$ cat src/logic/periph_macros.svh
`ifndef PERIPH_MACROS_SVH
`define PERIPH_MACROS_SVH

// Memory sizes in nibbles
`define RAM_WORDS 640
`define DISPLAY_WORDS 160

// Upper display window lands after the lower one in display RAM
`define DISPLAY_UPPER_OFFSET 80

// Address windows, end bounds exclusive
`define RAM_END 12'h280
`define DISP_LO_BASE 12'hE00
`define DISP_LO_END 12'hE50
`define DISP_HI_BASE 12'hE80
`define DISP_HI_END 12'hED0

// Top nibble of every I/O register address
`define IO_PAGE 4'hF

`endif

$ cat src/logic/periph_pkg.sv
package periph_pkg;

  // Core data bus is one nibble wide, addresses are 12 bits
  typedef logic [11:0] addr_t;
  typedef logic [3:0] nibble_t;
  typedef logic [7:0] disp_index_t;

  // Low address byte of the I/O registers inside page 0xF
  typedef enum logic [7:0] {
    CLOCK_FACTOR = 8'h00,
    K0_FACTOR    = 8'h04,
    K1_FACTOR    = 8'h05,
    CLOCK_MASK   = 8'h10,
    K0_MASK      = 8'h14,
    K1_MASK      = 8'h15,
    TIMER_LOW    = 8'h20,
    TIMER_HIGH   = 8'h21,
    K0_VALUE     = 8'h40,
    K0_RELATION  = 8'h41,
    K1_VALUE     = 8'h42,
    TIMER_RESET  = 8'h76
  } io_reg_e;

endpackage

$ cat src/logic/periph_target_if.sv
`timescale 1ns/1ps

// One decoded access from the bus controller to a memory target
interface periph_target_if;
  logic write;
  logic read;
  // Offset inside the target, already rebased by the controller
  periph_pkg::addr_t index;
  periph_pkg::nibble_t write_data;
  periph_pkg::nibble_t read_data;

  modport ctrl (
    output write,
    output read,
    output index,
    output write_data,
    input read_data
  );

  modport target (
    input write,
    input read,
    input index,
    input write_data,
    output read_data
  );
endinterface

$ cat src/logic/bus_controller.sv
`timescale 1ns/1ps
`include "periph_macros.svh"

module bus_controller (
  input logic clk,
  input logic reset_n,
  input logic clk_en,
  input logic bus_write_en,
  input logic bus_read_en,
  input periph_pkg::addr_t bus_addr,
  input periph_pkg::nibble_t bus_write_data,
  output periph_pkg::nibble_t bus_read_data,
  input periph_pkg::nibble_t input_k0,
  input periph_pkg::nibble_t input_k1,
  input logic [7:0] count,
  input logic [1:0] input_factor,
  input periph_pkg::nibble_t clock_factor,
  periph_target_if.ctrl ram_bus,
  periph_target_if.ctrl disp_bus,
  output logic timer_reset,
  output periph_pkg::nibble_t clock_mask,
  output periph_pkg::nibble_t k0_mask,
  output periph_pkg::nibble_t k1_mask,
  output periph_pkg::nibble_t relation,
  output logic input_clear,
  output logic clock_clear
);
  logic write_access;
  logic read_access;
  logic in_ram;
  logic in_disp_lo;
  logic in_disp_hi;
  logic in_io;
  logic io_write;
  logic io_read;
  periph_pkg::io_reg_e io_reg;
  periph_pkg::nibble_t io_value;
  periph_pkg::nibble_t read_value;

  // A cycle with both enables set is not an access
  assign write_access = clk_en & bus_write_en & ~bus_read_en;
  assign read_access = clk_en & bus_read_en & ~bus_write_en;

  // Window decode
  assign in_ram = bus_addr < `RAM_END;
  assign in_disp_lo = (bus_addr >= `DISP_LO_BASE) && (bus_addr < `DISP_LO_END);
  assign in_disp_hi = (bus_addr >= `DISP_HI_BASE) && (bus_addr < `DISP_HI_END);
  assign in_io = bus_addr[11:8] == `IO_PAGE;

  assign io_reg = periph_pkg::io_reg_e'(bus_addr[7:0]);
  assign io_write = write_access & in_io;
  assign io_read = read_access & in_io;

  // Work RAM target
  assign ram_bus.write = write_access & in_ram;
  assign ram_bus.read = read_access & in_ram;
  assign ram_bus.index = bus_addr;
  assign ram_bus.write_data = bus_write_data;

  // Both display windows share one RAM, upper window after the lower one
  assign disp_bus.write = write_access & (in_disp_lo | in_disp_hi);
  assign disp_bus.read = read_access & (in_disp_lo | in_disp_hi);
  assign disp_bus.index = in_disp_hi ?
      bus_addr - `DISP_HI_BASE + periph_pkg::addr_t'(`DISPLAY_UPPER_OFFSET) :
      bus_addr - `DISP_LO_BASE;
  assign disp_bus.write_data = bus_write_data;

  // I/O read mux and the one-cycle pulses, which act on the access edge
  always_comb begin
    io_value = '0;
    timer_reset = 1'b0;
    clock_clear = 1'b0;
    input_clear = 1'b0;
    case (io_reg)
      periph_pkg::CLOCK_FACTOR: begin
        io_value = clock_factor;
        clock_clear = io_read;
      end
      periph_pkg::K0_FACTOR: begin
        io_value = {3'b000, input_factor[0]};
        input_clear = io_read;
      end
      periph_pkg::K1_FACTOR: begin
        io_value = {3'b000, input_factor[1]};
        input_clear = io_read;
      end
      periph_pkg::CLOCK_MASK: io_value = clock_mask;
      periph_pkg::K0_MASK: io_value = k0_mask;
      periph_pkg::K1_MASK: io_value = k1_mask;
      periph_pkg::TIMER_LOW: io_value = count[3:0];
      periph_pkg::TIMER_HIGH: io_value = count[7:4];
      periph_pkg::K0_VALUE: io_value = input_k0;
      periph_pkg::K0_RELATION: io_value = relation;
      periph_pkg::K1_VALUE: io_value = input_k1;
      // Bit 1 of the write data restarts the clock timer
      periph_pkg::TIMER_RESET: timer_reset = io_write & bus_write_data[1];
      default: io_value = '0;
    endcase
  end

  always_comb begin
    if (in_ram) begin
      read_value = ram_bus.read_data;
    end else if (in_disp_lo || in_disp_hi) begin
      read_value = disp_bus.read_data;
    end else if (in_io) begin
      read_value = io_value;
    end else begin
      read_value = '0;
    end
  end

  // Writable I/O registers
  always_ff @(posedge clk) begin
    if (!reset_n) begin
      clock_mask <= '0;
      k0_mask <= '0;
      k1_mask <= '0;
      relation <= 4'hF;
    end else if (io_write) begin
      case (io_reg)
        periph_pkg::CLOCK_MASK: clock_mask <= bus_write_data;
        periph_pkg::K0_MASK: k0_mask <= bus_write_data;
        periph_pkg::K1_MASK: k1_mask <= bus_write_data;
        periph_pkg::K0_RELATION: relation <= bus_write_data;
        default: ;
      endcase
    end
  end

  // Read data register, zero after any cycle that was not a read
  always_ff @(posedge clk) begin
    if (!reset_n) begin
      bus_read_data <= '0;
    end else if (clk_en) begin
      bus_read_data <= read_access ? read_value : '0;
    end
  end
endmodule

$ cat src/logic/work_ram.sv
`timescale 1ns/1ps
`include "periph_macros.svh"

module work_ram (
  input logic clk,
  periph_target_if.target bus
);
  localparam int INDEX_BITS = $clog2(`RAM_WORDS);

  periph_pkg::nibble_t mem [`RAM_WORDS];
  logic [INDEX_BITS-1:0] word_index;

  // Controller only selects this target inside the RAM window
  assign word_index = bus.index[INDEX_BITS-1:0];

  always_ff @(posedge clk) begin
    if (bus.write) begin
      mem[word_index] <= bus.write_data;
    end
  end

  // Asynchronous read, controller registers it
  assign bus.read_data = bus.read ? mem[word_index] : '0;
endmodule

$ cat src/logic/display_ram.sv
`timescale 1ns/1ps
`include "periph_macros.svh"

module display_ram (
  input logic clk,
  periph_target_if.target bus,
  input periph_pkg::disp_index_t video_addr,
  output periph_pkg::nibble_t video_data
);
  localparam int INDEX_BITS = $clog2(`DISPLAY_WORDS);

  periph_pkg::nibble_t mem [`DISPLAY_WORDS];
  logic [INDEX_BITS-1:0] word_index;

  // Lower window at 0, upper window already offset by the controller
  assign word_index = bus.index[INDEX_BITS-1:0];

  always_ff @(posedge clk) begin
    if (bus.write) begin
      mem[word_index] <= bus.write_data;
    end
  end

  assign bus.read_data = bus.read ? mem[word_index] : '0;

  // Video port, one cycle latency
  always_ff @(posedge clk) begin
    if (video_addr < `DISPLAY_WORDS) begin
      video_data <= mem[video_addr];
    end else begin
      video_data <= '0;
    end
  end
endmodule

$ cat src/logic/clock_timer.sv
`timescale 1ns/1ps

module clock_timer (
  input logic clk,
  input logic reset_n,
  input logic clk_en,
  input logic timer_reset,
  output logic [7:0] count,
  output logic [3:0] stage_falls
);
  logic increment;
  logic [7:0] next_count;
  logic [7:0] falls;

  // Bit 0 is the 128 Hz stage, bit 7 the 1 Hz stage
  assign increment = clk_en & ~timer_reset;
  assign next_count = count + 8'd1;
  assign falls = count & ~next_count;

  // 32 Hz, 8 Hz, 2 Hz and 1 Hz stages drive the clock factors
  assign stage_falls = increment ? {falls[7], falls[6], falls[4], falls[2]} : 4'b0000;

  always_ff @(posedge clk) begin
    if (!reset_n) begin
      count <= '0;
    end else if (timer_reset) begin
      count <= '0;
    end else if (clk_en) begin
      count <= next_count;
    end
  end
endmodule

$ cat src/logic/input_port.sv
`timescale 1ns/1ps

module input_port (
  input logic clk,
  input logic reset_n,
  input logic clk_en,
  input periph_pkg::nibble_t input_k0,
  input periph_pkg::nibble_t input_k1,
  input periph_pkg::nibble_t k0_mask,
  input periph_pkg::nibble_t k1_mask,
  input periph_pkg::nibble_t relation,
  input logic input_clear,
  output logic [1:0] input_factor
);
  periph_pkg::nibble_t k0_sample;
  periph_pkg::nibble_t k0_last;
  periph_pkg::nibble_t k1_sample;
  periph_pkg::nibble_t k1_last;
  logic k0_event;
  logic k1_event;

  // Lines idle high, so start from all ones
  always_ff @(posedge clk) begin
    if (!reset_n) begin
      k0_sample <= 4'hF;
      k0_last <= 4'hF;
      k1_sample <= 4'hF;
      k1_last <= 4'hF;
    end else if (clk_en) begin
      k0_last <= k0_sample;
      k0_sample <= input_k0;
      k1_last <= k1_sample;
      k1_sample <= input_k1;
    end
  end

  // K0 fires when a masked bit changes to the level opposite its relation bit
  assign k0_event = |((k0_sample ^ k0_last) & (k0_sample ^ relation) & k0_mask);
  // K1 fires on a masked falling edge only
  assign k1_event = |(k1_last & ~k1_sample & k1_mask);

  // A new event beats a clear on the same edge
  always_ff @(posedge clk) begin
    if (!reset_n) begin
      input_factor <= 2'b00;
    end else begin
      input_factor <= (input_factor & ~{2{input_clear}}) |
                      ({k1_event, k0_event} & {2{clk_en}});
    end
  end
endmodule

$ cat src/logic/interrupt_unit.sv
`timescale 1ns/1ps

module interrupt_unit (
  input logic clk,
  input logic reset_n,
  input logic [3:0] stage_falls,
  input periph_pkg::nibble_t clock_mask,
  input logic clock_clear,
  input logic [1:0] input_factor,
  output periph_pkg::nibble_t clock_factor,
  output logic [2:0] interrupt_req
);
  logic clock_pending;

  // Factors latch stage falls, a factor read clears all four
  always_ff @(posedge clk) begin
    if (!reset_n) begin
      clock_factor <= '0;
    end else begin
      clock_factor <= (clock_factor & ~{4{clock_clear}}) | stage_falls;
    end
  end

  // Mask only gates the request, factor bits set regardless
  assign clock_pending = |(clock_factor & clock_mask);

  // K0 and K1 factors are masked at the input port already
  assign interrupt_req = {input_factor[1], input_factor[0], clock_pending};
endmodule

$ cat src/logic/mcu_peripherals.sv
`timescale 1ns/1ps

module mcu_peripherals (
  input logic clk,
  input logic reset_n,
  input logic clk_en,
  input logic bus_write_en,
  input logic bus_read_en,
  input periph_pkg::addr_t bus_addr,
  input periph_pkg::nibble_t bus_write_data,
  output periph_pkg::nibble_t bus_read_data,
  input periph_pkg::nibble_t input_k0,
  input periph_pkg::nibble_t input_k1,
  input periph_pkg::disp_index_t video_addr,
  output periph_pkg::nibble_t video_data,
  output logic [2:0] interrupt_req
);
  logic [7:0] count;
  logic [3:0] stage_falls;
  logic timer_reset;
  periph_pkg::nibble_t clock_mask;
  periph_pkg::nibble_t k0_mask;
  periph_pkg::nibble_t k1_mask;
  periph_pkg::nibble_t relation;
  periph_pkg::nibble_t clock_factor;
  logic input_clear;
  logic clock_clear;
  logic [1:0] input_factor;

  periph_target_if ram_bus ();
  periph_target_if disp_bus ();

  bus_controller bus_controller_i (
    .clk(clk),
    .reset_n(reset_n),
    .clk_en(clk_en),
    .bus_write_en(bus_write_en),
    .bus_read_en(bus_read_en),
    .bus_addr(bus_addr),
    .bus_write_data(bus_write_data),
    .bus_read_data(bus_read_data),
    .input_k0(input_k0),
    .input_k1(input_k1),
    .count(count),
    .input_factor(input_factor),
    .clock_factor(clock_factor),
    .ram_bus(ram_bus.ctrl),
    .disp_bus(disp_bus.ctrl),
    .timer_reset(timer_reset),
    .clock_mask(clock_mask),
    .k0_mask(k0_mask),
    .k1_mask(k1_mask),
    .relation(relation),
    .input_clear(input_clear),
    .clock_clear(clock_clear)
  );

  work_ram work_ram_i (
    .clk(clk),
    .bus(ram_bus.target)
  );

  // Video reads run on the core clock
  display_ram display_ram_i (
    .clk(clk),
    .bus(disp_bus.target),
    .video_addr(video_addr),
    .video_data(video_data)
  );

  clock_timer clock_timer_i (
    .clk(clk),
    .reset_n(reset_n),
    .clk_en(clk_en),
    .timer_reset(timer_reset),
    .count(count),
    .stage_falls(stage_falls)
  );

  input_port input_port_i (
    .clk(clk),
    .reset_n(reset_n),
    .clk_en(clk_en),
    .input_k0(input_k0),
    .input_k1(input_k1),
    .k0_mask(k0_mask),
    .k1_mask(k1_mask),
    .relation(relation),
    .input_clear(input_clear),
    .input_factor(input_factor)
  );

  interrupt_unit interrupt_unit_i (
    .clk(clk),
    .reset_n(reset_n),
    .stage_falls(stage_falls),
    .clock_mask(clock_mask),
    .clock_clear(clock_clear),
    .input_factor(input_factor),
    .clock_factor(clock_factor),
    .interrupt_req(interrupt_req)
  );
endmodule

$ cat config.mk
export PLATFORM = sky130hd
export DESIGN_NAME = mcu_peripherals
export DESIGN_NICKNAME = d
export VERILOG_FILES = /design/src/logic/periph_pkg.sv /design/src/logic/periph_target_if.sv /design/src/logic/bus_controller.sv /design/src/logic/work_ram.sv /design/src/logic/display_ram.sv /design/src/logic/clock_timer.sv /design/src/logic/input_port.sv /design/src/logic/interrupt_unit.sv /design/src/logic/mcu_peripherals.sv
export VERILOG_INCLUDE_DIRS = /design/src /design/src/logic
export SDC_FILE = /design/constraint.sdc
export NUM_CORES = 2
export LEC_CHECK = 0
export ABC_AREA = 1
export BUFFER_PORTS_ARGS = -buffer_cell sky130_fd_sc_hd__buf_2
export CAP_MARGIN = 30
export CORE_ASPECT_RATIO = 1.4
export CORE_MARGIN = 3
export CORE_UTILIZATION = 57
export CTS_CLUSTER_DIAMETER = 200
export CTS_CLUSTER_SIZE = 14
export DETAILED_ROUTE_END_ITERATION = 12
export PLACE_DENSITY = 0.75
export SYNTH_ARGS = -nofsm -noshare
export SYNTH_HDL_FRONTEND = slang
export SYNTH_SLANG_ARGS = --single-unit
$ cat constraint.sdc
create_clock -name clk -period 2.9 [get_ports clk]
set_clock_uncertainty 0.2 [all_clocks]
set_input_delay 0.145 -clock clk [delete_from_list [all_inputs] [get_ports clk]]
set_output_delay 0.145 -clock clk [all_outputs]
set_load 0.005 [all_outputs]
## Word-level counts from Yosys, hierarchy flattened

Memories as Yosys holds them, arrays and structs flattened. A register that Yosys moved wholly into a read port is not among the register bits.
Cells that the tools add are included.

- Reduce and logical (&&, ||, !) cells: 14
- Mux-type cells: 16
- Add/subtract/negate cells: 4
- Equal/unequal tests: 12
- Order comparisons: 6
- Bitwise operators: 34

Operators by type and width:

| operator | count |
|---|---|
| 4-bit one-hot mux with 11 select lines | 1 |
| 8-bit by 7-bit == test with 1-bit output (second input constant) | 4 |
| 4-bit 2-to-1 mux | 7 |
| 4-bit AND | 6 |
| 8-bit by 5-bit == test with 1-bit output (second input constant) | 3 |
| 12-bit >= comparator (second input constant) | 2 |
| 12-bit < comparator (second input constant) | 2 |
| 8-bit by 3-bit == test with 1-bit output (second input constant) | 2 |
| 8-bit by 6-bit == test with 1-bit output (second input constant) | 2 |
| 1-bit AND | 12 |
| 12-bit by 10-bit < comparator with 1-bit output (second input constant) | 1 |
| 4-bit OR reduction | 3 |
| 8-bit by 1-bit adder with 8-bit output (second input constant) | 1 |
| 8-bit by 7-bit adder with 8-bit output (second input constant) | 1 |
| 8-bit AND | 1 |
| 8-bit logical NOT | 1 |
| 8-bit < comparator (second input constant) | 1 |
| 8-bit 2-to-1 mux | 1 |
| 4-bit inverter | 2 |
| 8-bit inverter | 1 |
| 2-bit AND reduction | 4 |
| 8-bit by 1-bit subtractor with 8-bit output (second input constant) | 1 |
| 8-bit subtractor (second input constant) | 1 |
| 4-bit XOR | 2 |
| 12 further kinds | 24 |

- Memory bits (writable): 3200
- Memories: 2
- Bits in registers: 50
- Logic and storage cells: 100
- Output and inout port bits: 11

Memory list:

| memory | depth | bits a word | rd ports | clocked after Yosys merged registers in | write ports | RTL line | text |
|---|---|---|---|---|---|---|---|
| work_ram_i.mem | 640 | 4 | 1 | 0 | 1 | work_ram.sv:10 | `` periph_pkg::nibble_t mem [`RAM_WORDS]; `` |
| display_ram_i.mem | 160 | 4 | 2 | 1 | 1 | display_ram.sv:12 | `` periph_pkg::nibble_t mem [`DISPLAY_WORDS]; `` |

## Logic depth before layout (Yosys ltp)

- Depth after elaboration: 9
- Gate-level depth with buffers: 22
- Gate-level depth less buffers: 19

## Hierarchy

Synthesis repeated with hierarchy kept, for this count alone.

- Cell total of the unflattened synthesis: 14691
- Area, all modules: 142897.0 sq um

Modules (own cells, without submodules):

| module | seq. area each (sq um) | area an instance (sq um) | times used | cells an instance |
|---|---|---|---|---|
| work_ram | 76873.7 | 106921.3 | 1 | 10322 |
| display_ram | 19298.5 | 32677.6 | 1 | 3847 |
| bus_controller | 400.4 | 1890.6 | 1 | 330 |
| input_port | 360.3 | 765.7 | 1 | 100 |
| clock_timer | 160.2 | 447.9 | 1 | 62 |
| interrupt_unit | 80.1 | 193.9 | 1 | 30 |

## Worst setup path after synthesis

OpenSTA, ideal clock, no wires.

- Kind: input-to-reg
- From: input port bus_addr[4]
- To: memory display_ram_i.mem[135][0] (netlist name) (enable)
- Path buffers: 4
- Required time: 2.370 ns
- Setup time: 0.330 ns
- Stages on the path: 16
- Arrival: 2.626 ns
- Setup slack: -0.256 ns
- Cells stage by stage: buf_2 > inv_2 > clkbuf_1 > buf_1 > ha_1 > inv_1 > nand2_1 > nand3_2 > nand2_1 > nand2_2 > inv_2 > nand2_1 > inv_1 > nand3_1 > clkbuf_1 > nor2_1

- Cells in the longest elaborated chain, start to end: 6
- Elaborated cells on any way between the ends: 14

RTL lines:

| what | RTL line | text |
|---|---|---|
| from (decl) | mcu_peripherals.sv:9 | `input periph_pkg::addr_t bus_addr,` |
| branches (longest 6 deep; another with 8-bit subtractor) | -- |  |
| to (decl) | display_ram.sv:12 |  |

Several ways; the timed one is not identified.

## Worst setup path after layout

- From: input port clk_en
- To: memory work_ram_i.mem[489][3] (netlist name) (enable)

- Cells in the longest elaborated chain, start to end: 5

RTL lines:

| what | RTL line | text |
|---|---|---|
| from (decl) | mcu_peripherals.sv:6 | `input logic clk_en,` |
| 1-bit AND (2 in series) | bus_controller.sv:41 | `assign write_access = clk_en & bus_write_en & ~bus_read_en;` |
| 1-bit AND | bus_controller.sv:55 | `assign ram_bus.write = write_access & in_ram;` |
| 1-bit 2-to-1 mux | work_ram.sv:17 | `if (bus.write) begin` |
| 1-bit 2-to-1 mux (not written as such) | work_ram.sv:18 | `mem[word_index] <= bus.write_data;` |
| to (decl) | work_ram.sv:10 |  |

Every way passes these cells.

==> metrics.md <==
| Metric | Value |
|---|---|
| WL final | about 450 mm |
| Post-CTS Setup Inserts | 0 |
| CP startpoint | clk_en |
| Post-synth EDFFs | about 3,200 |
| CP arrival | 3240 ps |
| CP Max Fanout | 14 |
| Slew HR | roughly 30% |
| CP max-delay cell | dlygate4sd3_1 |
| Top_reg_cell synth | edfxtp_1 |
| Cell area after layout | 160,000 um^2 |
| Final hold slack | 56.8 ps |
| First-pass GRT wire length | roughly 660 mm |
| CTS tree | done |
| Fillers | about 17,000 |
| Cell Pwr Density | 575 nW/um^2 |
| Slack of the critical path | -34.3 ps |
| Critical path class | primary input to flip-flop |
| Failing checks | negative setup slack |
| IO Count | between 40 and 50 |
| Hold path startpoint | bus_write_data[2] |
| RSZ-0062 raised after global routing | yes |
| Setup crit end kind | flip-flop |
| Flops & latches, synth | about 3,300 |
| Clock transition at the registers of the reported paths | 60 ps |
| Port bufs | 47 |
| Multi-input gate area | approximately 38,000 um^2 |
| RePlAce Congestion | between 1 and 1.5 |
| Crit path launch type | primary input |
| CTS buffer count | 274 |
| Peak supply drop | 0.480 mV |
| H-tree depth | 5 |
| DRT antenna net count | 0 |
| Yosys top cell area share | around 69% |
| Async S/R FF share, synth | 0% |
| Maximum clock path buffer count | 4 |
| Syn nets | approximately 13,000 |
| Die area | approximately 250,000 um^2 |
| Final Max Slew Viols | 0 |
| Finished Layout Cells | around 17,000 |
| Endpoints failing hold | 0 |
| Synth Instances | 13,400 |
| Drt drc | 0 |
| Required @ worst endpoint | roughly 3200 ps |
| Buf+Inv Stages, Crit Path | 7 |
| Initial Util | between 50% and 60% |
| Finished Core Util | between 60% and 70% |
| Fin crit share | 101% |
| Layout overhead on the synthesized area | 15.1% |
| Fmax | between 300 and 400 MHz |
| Syn Std Cell Area | between 100,000 and 150,000 um^2 |
| Total Nets Final | between 10,000 and 15,000 |
| Overflow after GRT | 0 |
| Critical path cell sequence | dlygate4sd3_1, buf_2, inv_1, nor3_1, dlygate4sd3_1, buf_4, nand2_1, nor2_2, buf_12, nand3_2, buf_4, nor2_1 |
| Max_cap viols | 0 |
| Vias in the first global route | between 100k and 150k |
| Clk_lat worst skew | around 880 ps |
| WL/cell | 25.9 um |
| Top cells by area, synth | edfxtp_1 (69%), nand2_1 (14%), nor2_1 (5.6%), o21ai_0 (1.7%), nand3_1 (1.5%) |
| Yosys warnings | 0 |
| Avg Cell Area, Syn | between 10 and 15 um^2 |
| Total power | 92,000 uW |
| Placed Area | approximately 150,000 um^2 |
| Critical R2R Launch | work_ram_i.mem[145][1] |
| Status | finished, violations left |
| Final critical-path required period | 2930 ps |
| Leakage | 0.0607 uW |
| Die Wd | ~420 um |
| Clk root buf | clkbuf_16 |
| DRT iter0 DRCs | 15,500 |
| Seq. cell area | 97,200 um^2 |
| Crit-path max cell delay | 580 ps |
| Core box area | 242,000 um^2 |
| Critical path's top delay family | buffers and inverters |
| Hold crit path type | primary input to flip-flop |
| Drt pass-1 iters | 7 |
| Final setup vio count | 8 |
| Tightest Pin Transition | 1050 ps |
| Largest net degree at the start of global routing | approximately 140 |
| Share of layout cells above drive strength 1 | between 10% and 20% |
| Initial antenna violation count | 14 |
| Placed cell count | about 17,000 |
| Dpl hpwl | between 200 and 300 mm |
| CTS sink cnt | between 3,000 and 4,000 |
| Cell taking the most area after synthesis | edfxtp_1 |
| Synth unique cells | 43 |
| Via-to-Cell Ratio | just over 6 |
| Sequential-to-total area share from yosys stat | a little over two thirds |
| Overall Global Routing Usage | between 30% and 40% |
| Core Rows | 213 |
| Via count | between 100k and 150k |
| Die Y | between 500 and 600 um |
==> worst reg2reg max path: cells and delay by family (launching register included) <==
kind,cells,cell delay [ps]
AOI/OAI and AO/OA,4,1040
buffers and inverters,2,380
DFF,1,370
and+or+nand+nor,6,720
==> state kept, by name, indices dropped and copies added, names as in the netlist <==
name                            flops
bus_controller_i.k1_mask            4
bus_controller_i.bus_read_data      4
clock_timer_i.count                 8
input_port_i.k1_sample              4
display_ram_i.video_data            4
bus_controller_i.k0_mask            4
input_port_i.k0_last                4
input_port_i.k1_last                4
input_port_i.k0_sample              4
interrupt_unit_i.clock_factor       4
bus_controller_i.relation           4
work_ram_i.mem                   2560
display_ram_i.mem                 640
input_port_i.input_factor           2
bus_controller_i.clock_mask         4
==> through the flow <==
stage	setup TNS (ps)	worst slack, ps
6_report	-157	-34.3
5_1_grt	-500	-64.3
4_1_cts	0	18.6
3_5_place_dp	-143360	-494
3_3_place_gp	-140110	-940
2_1_floorplan	-121	-3.24
==> where the power goes <==
part	leakage, uW	switching [uW]	internal (uW)
combinational	0.0280	5080	2100
sequential	0.0292	14.0	51600
clock	0.00357	15800	17400
total	0.0607	20900	71100
==> routing by layer <==
metal,vias to the layer above,part of all wire [%],routed length (um),global-route usage [%]
met1,50500,33,147000,42.1
met3,1969,12,53600,7.19
met4,6,9.0,40500,27.1
met2,7988,47,210000,57.1
li1,46400,-,-,-
met5,-,0.011,48,0
==> area by class of cell <==
class / count / area share, %
Sequential cell: 3254 / 60.7
Multi-Input combinational cell: 9092 / 23.6
Timing Repair Buffer: 1267 / 8.01
Clock buffer: 300 / 4.46
Tap cell: 3225 / 2.52
Inverter: 242 / 0.600
Clock inverter: 12 / 0.0821
Antenna cell: 14 / 0.0219
==> cell families after synthesis <==
| kind of cell | share of synthesized area [%] |
|---|---|
| buf+inv | 3.24 |
| compound gates | 4.68 |
| xor+xnor | 0.0126 |
| flops | 69.9 |
| simple gates | 22.1 |
| fa+ha+maj | 0.0900 |
==> cell usage in the layout (no fill, tap or decap), types with 10 or more instances in the layout <==
cell           netlist  layout
ha_1                10      10
o211ai_1            71      71
edfxtp_1          3200    3200
nor2_2               1      55
nor2_4               5      10
inv_1              230     225
nand2_2              5      18
nand3_1            421     404
clkbuf_1           400      17
diode_2              0      14
o221ai_1            43      43
nand4_1            157     157
nand3_2              1      18
a22oi_1             36      36
nor2_1            2078    2019
buf_2              318      41
o21bai_1            12      10
buf_4               21     917
o21ai_1             13      13
a32o_1              10      10
o22ai_1             69      69
clkbuf_16            0     283
dlygate4sd3_1        0      42
inv_6                0      10
a21oi_1            417     417
dfxtp_1             54      54
buf_12               0     260
nand2_1           5203    5184
nor3_1              17      17
o21ai_0            482     482
and2_1              12      12
==> cell usage after synthesis (2+ instances only) <==
cell	count
or2_2	3
a31oi_1	6
xor2_1	2
nand4_1	157
inv_2	9
edfxtp_1	3200
buf_6	11
nand2_2	5
a221oi_1	2
a22oi_1	36
dfxtp_1	54
a32o_1	10
nand3_1	421
nor4_1	2
a211oi_1	3
buf_1	61
and2_1	12
a21oi_1	417
o21ai_0	482
clkinv_1	3
nor2_1	2078
ha_1	10
buf_4	21
clkbuf_1	400
o22ai_1	69
o221ai_1	43
o21bai_1	12
buf_2	318
o211ai_1	71
nor2_4	5
nand2_1	5203
and3_1	2
o21ai_1	13
inv_1	230
o2111ai_1	3
nor3_1	17
o21a_1	2
==> path summary, 6_finish.rpt <==
check	to	slack, ps	depth (start not counted)
worst max register to register	bus_controller_i.bus_read_data[1]	50	12
worst min-delay path	work_ram_i.mem[541][2]	60	2
worst min register to register	input_port_i.k1_last[3]	270	2
worst max-delay path	work_ram_i.mem[489][3]	-30	12
==> repair_timing <==
item	CTS	global route
resized for setup	1	55
hold buffers	42	0
setup endpoints to repair	1	195
hold endpoints to repair	2810	0
Note: power is estimated with default switching activity, not from simulation.
